<file path="config.mk">
export PLATFORM = sky130hd
export DESIGN_NAME = ray_gen
export DESIGN_NICKNAME = d
export VERILOG_FILES = /design/src/design/rt_pkg.sv /design/src/design/ray_gen.sv
export SDC_FILE = /design/constraint.sdc
export NUM_CORES = 1
export LEC_CHECK = 0
export BUFFER_PORTS_ARGS = -buffer_cell sky130_fd_sc_hd__buf_2
export CORE_AREA = 2 2 56 84
export CTS_CLUSTER_SIZE = 30
export DETAILED_ROUTE_END_ITERATION = 8
export DIE_AREA = 0 0 58 86
export GPL_TIMING_DRIVEN = 0
export PLACE_DENSITY_LB_ADDON = 0.2
export RECOVER_POWER = 25
export SKIP_LAST_GASP = 1
export SYNTH_ARGS = -nofsm -noshare
export SYNTH_HDL_FRONTEND = slang
export SYNTH_SLANG_ARGS = --single-unit
</file>
<file path="constraint.sdc">
create_clock -name clk_i -period 1.3 [get_ports clk_i]
set_clock_uncertainty 0.15 [all_clocks]
set_input_delay 0.065 -clock clk_i [delete_from_list [all_inputs] [get_ports clk_i]]
set_output_delay 0.065 -clock clk_i [all_outputs]
set_load 0.05 [all_outputs]
</file>
<file path="src/design/rt_pkg.sv">
// Renderer package with Q16.16 types, scene table, light setup and fixed-point arithmetic
`default_nettype none

package rt_pkg;

    localparam int SPHERE_COUNT = 3;

    typedef logic signed [31:0] q16_t;

    typedef struct packed {
        q16_t x;
        q16_t y;
        q16_t z;
    } vec3_t;

    typedef struct packed {
        logic [7:0] r;
        logic [7:0] g;
        logic [7:0] b;
    } rgb_t;

    typedef struct packed {
        logic [9:0] x;
        logic [8:0] y;
    } pixel_t;

    typedef struct packed {
        logic   valid;
        vec3_t  dir;
        pixel_t pixel;
    } ray_t;

    typedef struct packed {
        logic hit;
        q16_t t;
    } hit_t;

    typedef struct packed {
        vec3_t centre;
        q16_t  radius;
        q16_t  inv_radius;
        rgb_t  colour;
    } sphere_t;

    // Scene kept within |C| of about 1.2 so that b*b and a*c stay inside Q16 range
    localparam sphere_t SPHERES [SPHERE_COUNT] = '{
        '{centre: '{x: 32'sd0, y: 32'sd0, z: 32'sd65536},
          radius: 32'sd13107, inv_radius: 32'sd327680,
          colour: '{r: 8'd255, g: 8'd64, b: 8'd64}},
        '{centre: '{x: -32'sd19661, y: 32'sd6554, z: 32'sd72090},
          radius: 32'sd13107, inv_radius: 32'sd327680,
          colour: '{r: 8'd64, g: 8'd255, b: 8'd64}},
        '{centre: '{x: 32'sd22938, y: -32'sd9830, z: 32'sd68813},
          radius: 32'sd9830, inv_radius: 32'sd436907,
          colour: '{r: 8'd64, g: 8'd64, b: 8'd255}}
    };

    // Unit vector toward the light, from upper left and in front of the spheres
    localparam vec3_t LIGHT_DIR = '{x: -32'sd37837, y: 32'sd37837, z: -32'sd37837};
    localparam q16_t  LIGHT_INTENSITY = 32'sd65536;
    localparam rgb_t  LIGHT_COLOR = '{r: 8'd255, g: 8'd255, b: 8'd255};
    localparam rgb_t  BG_COLOR = '{r: 8'd0, g: 8'd0, b: 8'd32};

    localparam int   SCREEN_CX = 320;
    localparam int   SCREEN_CY = 240;
    localparam q16_t FOCAL_Z = 32'sd6553600;
    localparam int   DIR_SHIFT = 14;
    localparam int   DIFFUSE_MAX = 16;

    // Product with rounding on the dropped fraction bits
    function automatic q16_t q16_mul(input q16_t a, input q16_t b);
        logic signed [63:0] prod;
        prod = a * b + 64'sd32768;
        return prod[47:16];
    endfunction

    function automatic q16_t q16_div(input q16_t a, input q16_t b);
        logic signed [63:0] num;
        logic signed [63:0] quot;
        if (b == 32'sd0) begin
            return (a >= 32'sd0) ? 32'sh7fff_ffff : -32'sh7fff_ffff;
        end
        num = 64'(a) <<< 16;
        quot = num / b;
        return quot[31:0];
    endfunction

    // Each product is truncated before the sum
    function automatic q16_t q16_dot3(input vec3_t a, input vec3_t b);
        logic signed [63:0] px;
        logic signed [63:0] py;
        logic signed [63:0] pz;
        px = (a.x * b.x) >>> 16;
        py = (a.y * b.y) >>> 16;
        pz = (a.z * b.z) >>> 16;
        return px[31:0] + py[31:0] + pz[31:0];
    endfunction

    // Restoring square root over 24 digit pairs of the Q32 operand
    function automatic q16_t q16_sqrt(input q16_t a);
        logic [63:0] v;
        logic [63:0] rem;
        logic [63:0] root;
        logic [63:0] trial;
        if (a <= 32'sd0) begin
            return '0;
        end
        v = {16'h0, a, 16'h0};
        rem = '0;
        root = '0;
        for (int i = 23; i >= 0; i--) begin
            rem = (rem << 2) | ((v >> (2 * i)) & 64'd3);
            trial = (root << 2) | 64'd1;
            if (rem >= trial) begin
                rem = rem - trial;
                root = (root << 1) | 64'd1;
            end else begin
                root = root << 1;
            end
        end
        return root[31:0];
    endfunction

endpackage

`default_nettype wire

</file>
<file path="src/design/ray_gen.sv">
// Eye-ray generator that maps a screen pixel to an unnormalized view direction
`default_nettype none

module ray_gen (
    input  logic           clk_i,
    input  logic           reset_i,
    input  logic           pixel_valid_i,
    input  rt_pkg::pixel_t pixel_i,
    output rt_pkg::ray_t   ray_o
);

    rt_pkg::q16_t  centred_x;
    rt_pkg::q16_t  centred_y;
    rt_pkg::vec3_t dir_d;

    // Screen y grows downward, world y grows upward
    assign centred_x = $signed({22'd0, pixel_i.x}) - rt_pkg::SCREEN_CX;
    assign centred_y = rt_pkg::SCREEN_CY - $signed({23'd0, pixel_i.y});

    assign dir_d = '{
        x: centred_x <<< rt_pkg::DIR_SHIFT,
        y: centred_y <<< rt_pkg::DIR_SHIFT,
        z: rt_pkg::FOCAL_Z
    };

    always_ff @(posedge clk_i) begin
        ray_o.dir <= dir_d;
        ray_o.pixel <= pixel_i;
        if (reset_i) begin
            ray_o.valid <= 1'b0;
        end else begin
            ray_o.valid <= pixel_valid_i;
        end
    end

endmodule

`default_nettype wire

</file>
==> summary.json, run 1 <==
{
  "outcome": {"value": "finished with violations"},
  "failed_checks": {"value": "hold timing"},
  "boundaryPins": {"value": 138},
  "die_area": {"value": 4990, "unit": "sq um"},
  "timing_worst_setup_path_type": {"value": "reg -> out"},
  "antenna_found_initial": {"value": 0},
  "grt_pass1_wl": {"value": 4150, "unit": "microns"},
  "layout_top_registers": {"value": "ray_o x34"},
  "maxSlewHeadroom": {"value": 66.7, "unit": "%"},
  "unrepaired_setup_endpoints_after_global_routing": {"value": "no"},
  "synth_simple_gate_area_share": {"value": 4.61, "unit": "%"},
  "max_cap_violations": {"value": 0},
  "slew_at_the_pin_closest_to_its_max_slew_limit": {"value": 0.499, "unit": "ns"},
  "power.density_cell_area": {"value": 1260, "unit": "nW/um^2"},
  "fraction_of_the_yosys_area_taken_by_sequential_cells": {"value": 44.8, "unit": "%"},
  "synthesis.area": {"value": 1520, "unit": "sq um"},
  "ys_seq_elements": {"value": 34},
  "compound_gate_fraction_of_synth_area": {"value": 1.81, "unit": "%"},
  "internal_power": {"value": 1880, "unit": "uW"},
  "post-layout-total-power": {"value": 3150, "unit": "uW"},
  "largest_register": {"value": "ray_o"},
  "final-setup-viol-count": {"value": 0},
  "timing.critical_path.from_type": {"value": "register"},
  "floorplan.initialDensity": {"value": 36.1, "unit": "%"},
  "arithmetic_cell_share_of_the_synthesized_area_counting_full_adders_half_adders_and_majority_gates": {"value": 1.65, "unit": "%"},
  "tritoncts": {"value": "built"},
  "grt_max_degree": {"value": 11},
  "final-instance-count-excl-fill": {"value": 359},
  "route.final.wire_length": {"value": 2910, "unit": "microns"},
  "cts_max_path_buffers": {"value": 2},
  "clkTransAtPathRegs": {"value": 0.06, "unit": "ns"},
  "drt_iter0_drc": {"value": 8},
  "synth_top_family_by_area": {"value": "buffers and inverters"},
  "hold_path.class": {"value": "in -> reg"},
  "dpl.hpwl": {"value": 2410, "unit": "microns"},
  "vias_per_cell": {"value": 3.30},
  "switching_share": {"value": 40.3, "unit": "%"},
  "cts_root_buffer": {"value": "clkbuf_8"},
  "firstDrtPassIters": {"value": 4},
  "drive_gt1_share": {"value": 50.8, "unit": "%"},
  "postRouteAntennaNets": {"value": 0},
  "pwr-share-seq": {"value": 36.2, "unit": "%"},
  "std_cell_rows": {"value": 29},
  "gr-total-overflow": {"value": 0},
  "largest_register_ffs": {"value": 34},
  "worst_setup_path_end_kind": {"value": "output port"},
  "drv_slew": {"value": 0},
  "synth_cells": {"value": 148},
  "wire_per_inst": {"value": 8.10, "unit": "microns"},
  "finish.net_count": {"value": 336},
  "comb_power_share": {"value": 39.6, "unit": "%"},
  "finalWeightedCongestion": {"value": 0.611},
  "timing.final.hold_violations": {"value": 2},
  "ir_worst_vdd": {"value": 1010, "unit": "uV"},
  "power_frac_clock": {"value": 24.2, "unit": "%"},
  "crit_end": {"value": "ray_o[110]"},
  "arrival_worst_endpoint": {"value": 1.03, "unit": "ns"},
  "layout_worst_path_cycle_share": {"value": 96.1, "unit": "%"},
  "drc_errors": {"value": 0},
  "io_buf_count": {"value": 77},
  "htree_levels": {"value": 2},
  "die_height": {"value": 86, "unit": "microns"},
  "globalRouteTotalUtil": {"value": 10.9, "unit": "%"},
  "fmax": {"value": 801, "unit": "MHz"},
  "die_width": {"value": 58, "unit": "microns"},
  "syn_area_per_cell": {"value": 10.3, "unit": "sq um"},
  "total_switching_power": {"value": 1270, "unit": "uW"},
  "dpl.cell_count": {"value": 329},
  "timing.critical_path.fanout_max": {"value": 8},
  "critical_path.startpoint": {"value": "ray_o[113]"},
  "num_antenna_cells": {"value": 0},
  "clkSinkCount": {"value": 34},
  "overall_via_count_from_detail_route": {"value": 1186},
  "ys_types": {"value": 18},
  "fin_worst_hold_slack": {"value": -0.156, "unit": "ns"},
  "leakage": {"value": 0.00143, "unit": "uW"},
  "synth_xor_area_share": {"value": 4.61, "unit": "%"},
  "core_area": {"value": 4210, "unit": "sq um"},
  "first_global_vias": {"value": 950},
  "yosys_warnings": {"value": 0},
  "totalNegativeSetupSlack": {"value": 0, "unit": "ns"},
  "cp.required": {"value": 1.09, "unit": "ns"},
  "timing.final.crit_period": {"value": 1.25, "unit": "ns"},
  "cts_made_buffers": {"value": 5},
  "yosys-mux-area-fraction": {"value": 0, "unit": "%"},
  "post-route-util": {"value": 59.4, "unit": "%"},
  "post_synthesis_to_final_layout_area_growth": {"value": 64.5, "unit": "%"}
}
-- layout by cell type, fill, tap and decap left out --
cell type      Yosys  layout
clkbuf_1           0      13
nand2_1            1       1
conb_1             2      60
dfxtp_2            0       2
xor2_1             4       4
o21ai_0            1       1
nor2_1             3       3
xnor2_1            4       4
buf_4             82      83
ha_1               2       2
nand2b_1           1       1
nand4_1            1       1
inv_1              6       6
dfxtp_1           34      32
o31a_2             1       1
clkbuf_8           0       6
buf_2              0      56
dlygate4sd3_1      0      21
a21oi_1            1       1
clkinv_2           0       1
o21bai_1           1       1
nor3b_1            2       2
nor2b_1            1       1
clkbuf_4           0       9
nor4_4             1       1
-- synthesized netlist by cell type (all sizes together) --
cell type | n | area share [%]
nand4 | 1 | 0.41
xnor2 | 4 | 2.3
nor2 | 3 | 0.74
buf | 82 | 41
conb | 2 | 0.49
a21oi | 1 | 0.33
ha | 2 | 1.6
nand2b | 1 | 0.41
xor2 | 4 | 2.3
nor4 | 1 | 1.4
nor2b | 1 | 0.41
dfxtp | 34 | 45
o21ai | 1 | 0.33
o31a | 1 | 0.66
nand2 | 1 | 0.25
inv | 6 | 1.5
nor3b | 2 | 0.99
o21bai | 1 | 0.49
-- worst max-delay path: stages, from the launching register on --
cell     delay [ns]
dfxtp_2        0.40
buf_4          0.13
buf_2          0.24
-- how the worst min path moves through the flow --
stage / from / to / slack [ns] / cells past startpoint
after floorplan: pixel_i[0] / ray_o[0] / -0.06 / 0
after global placement: pixel_i[9] / ray_o[9] / 0.02 / 1
after detailed placement: pixel_i[9] / ray_o[9] / 0.02 / 1
after CTS: pixel_i[3] / ray_o[3] / -0.21 / 1
after global routing: pixel_i[3] / ray_o[3] / -0.17 / 1
final: pixel_i[3] / ray_o[3] / -0.16 / 1
-- area by class of cell --
cell class / instances / area (sq um)
clock inverter: 1 / 5.00
buffer: 82 / 616
timing repair buffer: 99 / 611
sequential: 34 / 683
clock buffer: 7 / 86.3
inverter: 6 / 22.5
multi-input combinational: 84 / 418
tap: 46 / 57.6
fill: 409 / 1710
-- kinds of logic after synthesis --
logic type               after synthesis
XOR/XNOR                               8
other                                  2
AND/OR/NAND/NOR                       10
buffers and inverters                 88
AO/OA/AOI/OAI                          4
adder cells (fa/ha/maj)                2
flip-flops                            34
-- metrics by stage --
stage                     cell area (sq um)  setup WS (ns)
after global routing                   2500        0.00535
final                                  2500         0.0512
after CTS                              2460        0.00896
after floorplan                        1740         0.0522
after global placement                 2180         -0.143
after detailed placement               2180         -0.150
-- metal layers --
metal	routed length, microns	vias up	global-route usage [%]
met2	1550	78	19.8
met5	0	-	0
met1	931	468	9.77
li1	-	638	-
met4	19	0	5.07
met3	404	2	5.28
-- repair_timing --
item,in CTS,in global routing
hold buffers,19,4
endpoints found under the hold margin,34,7
buffers inserted,0,1
endpoints found under the setup margin,16,12
resized for setup,2,9
gates cloned,0,0
pin swaps,0,1
-- power groups by stage --
stage / logic (uW) / clock network (uW) / registers (uW)
floorplan: 764 / 0 / 1420
global placement: 1190 / 0 / 1160
detailed placement: 1190 / 0 / 1160
CTS: 1240 / 800 / 1140
global route: 1300 / 842 / 1150
finish: 1250 / 762 / 1140
Note: power is estimated with default switching activity, not from simulation.
==> inputs of run 2 (changes only) <==
--- a/config.mk
+++ b/config.mk
@@ -5,11 +5,11 @@
 export SDC_FILE = /design/constraint.sdc
 export NUM_CORES = 1
 export LEC_CHECK = 0
-export BUFFER_PORTS_ARGS = -buffer_cell sky130_fd_sc_hd__buf_2
-export CORE_AREA = 2 2 56 84
+export CORE_AREA = 2 2 46 70
 export CTS_CLUSTER_SIZE = 30
 export DETAILED_ROUTE_END_ITERATION = 8
-export DIE_AREA = 0 0 58 86
+export DIE_AREA = 0 0 48 72
+export DONT_BUFFER_PORTS = 1
 export GPL_TIMING_DRIVEN = 0
 export PLACE_DENSITY_LB_ADDON = 0.2
 export RECOVER_POWER = 25
==> constraint.sdc (replaced) <==
create_clock -name clk_i -period 1.1 [get_ports clk_i]
set_clock_uncertainty 0.15 [all_clocks]
set_input_delay 0.055 -clock clk_i [delete_from_list [all_inputs] [get_ports clk_i]]
set_output_delay 0.055 -clock clk_i [all_outputs]
set_load 0.05 [all_outputs]
==> run 2 against run 1 <==
Net effect:
- the run ends with hold timing, setup timing left
- first-iteration DRC count rose by 25%
- worst hold slack worse by 0.20 ns
- power increased by 13%
- clock power grew 8.4%
- largest power group is now registers
==> summary.json, run 2 (same netlist as run 1, synthesis figures left out) <==
{
  "antenna_found_initial": {"value": 0, "change": "unchanged"},
  "timing.critical_path.cells": {"value": "buf_4"},
  "largest_register": {"value": "ray_o"},
  "finish.net_count": {"value": 262, "change": "-22%"},
  "drt_iter0_drc": {"value": 10, "change": "+2"},
  "io_buf_count": {"value": 0, "change": "-100%"},
  "final-setup-viol-count": {"value": 20, "change": "+20"},
  "global_route.usage.met3": {"value": 7.96, "unit": "%", "change": "+2.7 points"},
  "hold_start": {"value": "pixel_i[3]"},
  "top_library_cells_by_usage_in_the_layout_fill_and_taps_aside": {"value": "73 x buf_4, 60 x conb_1, 25 x dfxtp_2, 22 x dlygate4sd3_1, 9 x dfxtp_4"},
  "layout_worst_path_cycle_share": {"value": 111, "unit": "%"},
  "fin_worst_hold_slack": {"value": -0.353, "unit": "ns", "change": "-0.198 ns"},
  "critical-path-top-delay-family": {"value": "flip-flops"},
  "grt_max_degree": {"value": 11, "change": "unchanged"},
  "die_area": {"value": 3460, "unit": "sq um", "change": "-31%"},
  "globalRoute.busiestLayer": {"value": "met2"},
  "vias_per_cell": {"value": 3.71, "change": "+12%"},
  "postRouteAntennaNets": {"value": 0, "change": "unchanged"},
  "final.setup.worst_slack": {"value": -0.120, "unit": "ns", "change": "-0.172 ns"},
  "fmax": {"value": 819, "unit": "MHz"},
  "crit_path_top_delay_cell": {"value": "dfxtp_4"},
  "leakage": {"value": 0.00122, "unit": "uW", "change": "-15%"},
  "gr-total-overflow": {"value": 0, "change": "unchanged"},
  "cts_root_buffer": {"value": "clkbuf_8"},
  "firstDrtPassIters": {"value": 2, "change": "-2"},
  "hold_path.class": {"value": "in -> reg"},
  "outcome": {"value": "finished with violations"},
  "largest_register_ffs": {"value": 34, "change": "unchanged"},
  "multi_input_area": {"value": 425, "unit": "sq um", "change": "+1.8%"},
  "cts_max_path_buffers": {"value": 2, "change": "unchanged"},
  "drc_errors": {"value": 0, "change": "unchanged"},
  "sequential_area": {"value": 746, "unit": "sq um", "change": "+9.2%"},
  "htree_levels": {"value": 2, "change": "unchanged"},
  "num_antenna_cells": {"value": 0, "change": "unchanged"},
  "worstPathBufferInverterCount": {"value": 1, "change": "-1"},
  "failed_checks": {"value": "hold timing, setup timing"},
  "globalRouteTotalUtil": {"value": 19.0, "unit": "%", "change": "+8.1 points"},
  "timing.final.hold_violations": {"value": 7, "change": "+5"},
  "timing.critical_path.from_type": {"value": "register"},
  "arrival_worst_endpoint": {"value": 1.02, "unit": "ns", "change": "about the same"},
  "boundaryPins": {"value": 138, "change": "unchanged"},
  "layout_top_registers": {"value": "ray_o x34"},
  "global_route_met2_utilization": {"value": 36.1, "unit": "%", "change": "+16 points"},
  "route.final.wire_length": {"value": 3330, "unit": "microns", "change": "+14%"},
  "std_cell_rows": {"value": 24, "change": "-17%"},
  "timing_worst_setup_path_type": {"value": "reg -> out"},
  "met1_capacity_usage_during_global_routing": {"value": 15.0, "unit": "%", "change": "+5.3 points"},
  "totalNegativeSetupSlack": {"value": -1.61, "unit": "ns", "change": "-1.61 ns"},
  "power.density_cell_area": {"value": 1580, "unit": "nW/um^2", "change": "+25%"},
  "worst_setup_path_end_kind": {"value": "output port"},
  "drv_slew": {"value": 0, "change": "unchanged"},
  "timing.final.crit_period": {"value": 1.22, "unit": "ns"},
  "floorplan.initialDensity": {"value": 53.2, "unit": "%", "change": "+17 points"},
  "clkSinkCount": {"value": 34, "change": "unchanged"},
  "post-route-util": {"value": 79.2, "unit": "%", "change": "+20 points"},
  "critical_path.startpoint": {"value": "ray_o[113]"},
  "timing.critical_path.fanout_max": {"value": 8, "change": "unchanged"},
  "filler_cell_count": {"value": 191, "change": "-53%"},
  "cp.required": {"value": 0.89, "unit": "ns", "change": "-0.20 ns"},
  "drive_gt1_share": {"value": 53.8, "unit": "%", "change": "+3.0 points"},
  "finalWeightedCongestion": {"value": 0.700, "change": "+15%"},
  "ir_worst_vdd": {"value": 970, "unit": "uV", "change": "-4.1%"},
  "die_height": {"value": 72, "unit": "microns", "change": "-16%"},
  "most_common_cell_after_layout_fill_and_taps_aside": {"value": "buf_4"},
  "unrepaired_setup_endpoints_after_global_routing": {"value": "yes"},
  "tritoncts": {"value": "built"},
  "wire_per_inst": {"value": 12.0, "unit": "microns", "change": "+48%"},
  "max_cap_violations": {"value": 0, "change": "unchanged"},
  "dpl.hpwl": {"value": 2320, "unit": "microns", "change": "-4.1%"},
  "die_width": {"value": 48, "unit": "microns", "change": "-17%"},
  "cts_made_buffers": {"value": 5, "change": "unchanged"},
  "post-layout-total-power": {"value": 3570, "unit": "uW", "change": "+13%"},
  "grt_pass1_wl": {"value": 4500, "unit": "microns", "change": "+8.5%"},
  "critPathMaxStageDelay": {"value": 0.49, "unit": "ns", "change": "+0.09 ns"},
  "first_global_vias": {"value": 937, "change": "-1.4%"},
  "post_synthesis_to_final_layout_area_growth": {"value": 48.7, "unit": "%"},
  "clkTransAtPathRegs": {"value": 0.07, "unit": "ns", "change": "about the same"},
  "core_area": {"value": 2850, "unit": "sq um", "change": "-32%"},
  "overall_via_count_from_detail_route": {"value": 1027, "change": "-13%"}
}
-- run 2: cell types whose count changed in the layout (fill, tap and decap cells not counted), moves of 10 or more --
cell	before	now
buf_2	56	0
buf_4	83	73
clkbuf_1	13	0
dfxtp_1	32	0
dfxtp_2	2	25
-- run 2: layout make-up --
cell class | instances | area share (%)
clock buffers | 5 | 3.05
well taps | 39 | 2.16
flip-flops and latches | 34 | 33.0
repair buffers | 25 | 11.4
multi-input cells | 84 | 18.8
inverters | 6 | 0.997
clock inverters | 2 | 0.443
plain buffers | 82 | 30.1
-- run 2: stage by stage --
stage | instance area (sq um) | hold WS, ns | std cells | setup WS (ns)
floorplan | 1740 | -0.0673 | 206 | 0.000685
global placement | 1790 | -0.0672 | 245 | -0.166
detailed placement | 1790 | -0.0672 | 245 | -0.162
CTS | 2210 | -0.360 | 275 | -0.122
global route | 2260 | -0.368 | 277 | -0.159
finish | 2260 | -0.353 | 277 | -0.120
-- run 2: path summary, 6_finish.rpt --
path              depth (start not counted)         end
setup / recovery                          1  ray_o[114]
hold / removal                            0    ray_o[3]
-- run 2: report_power, final --
group	switching [uW]	internal, uW
combinational	729	326
sequential	358	1330
clock	403	423
-- run 2: what timing repair did --
item	CTS	global route
setup buffers	0	0
hold endpoints to repair	34	8
hold buffers	23	2
setup endpoints to repair	52	30
resized for setup	53	11
-- run 2: layer usage --
layer	vias to the layer above	wire length (microns)	part of all wire (%)
met1	450	1030	31
li1	488	-	-
met4	0	56	1.7
met2	83	1870	56
met3	6	370	11
met5	-	0	0
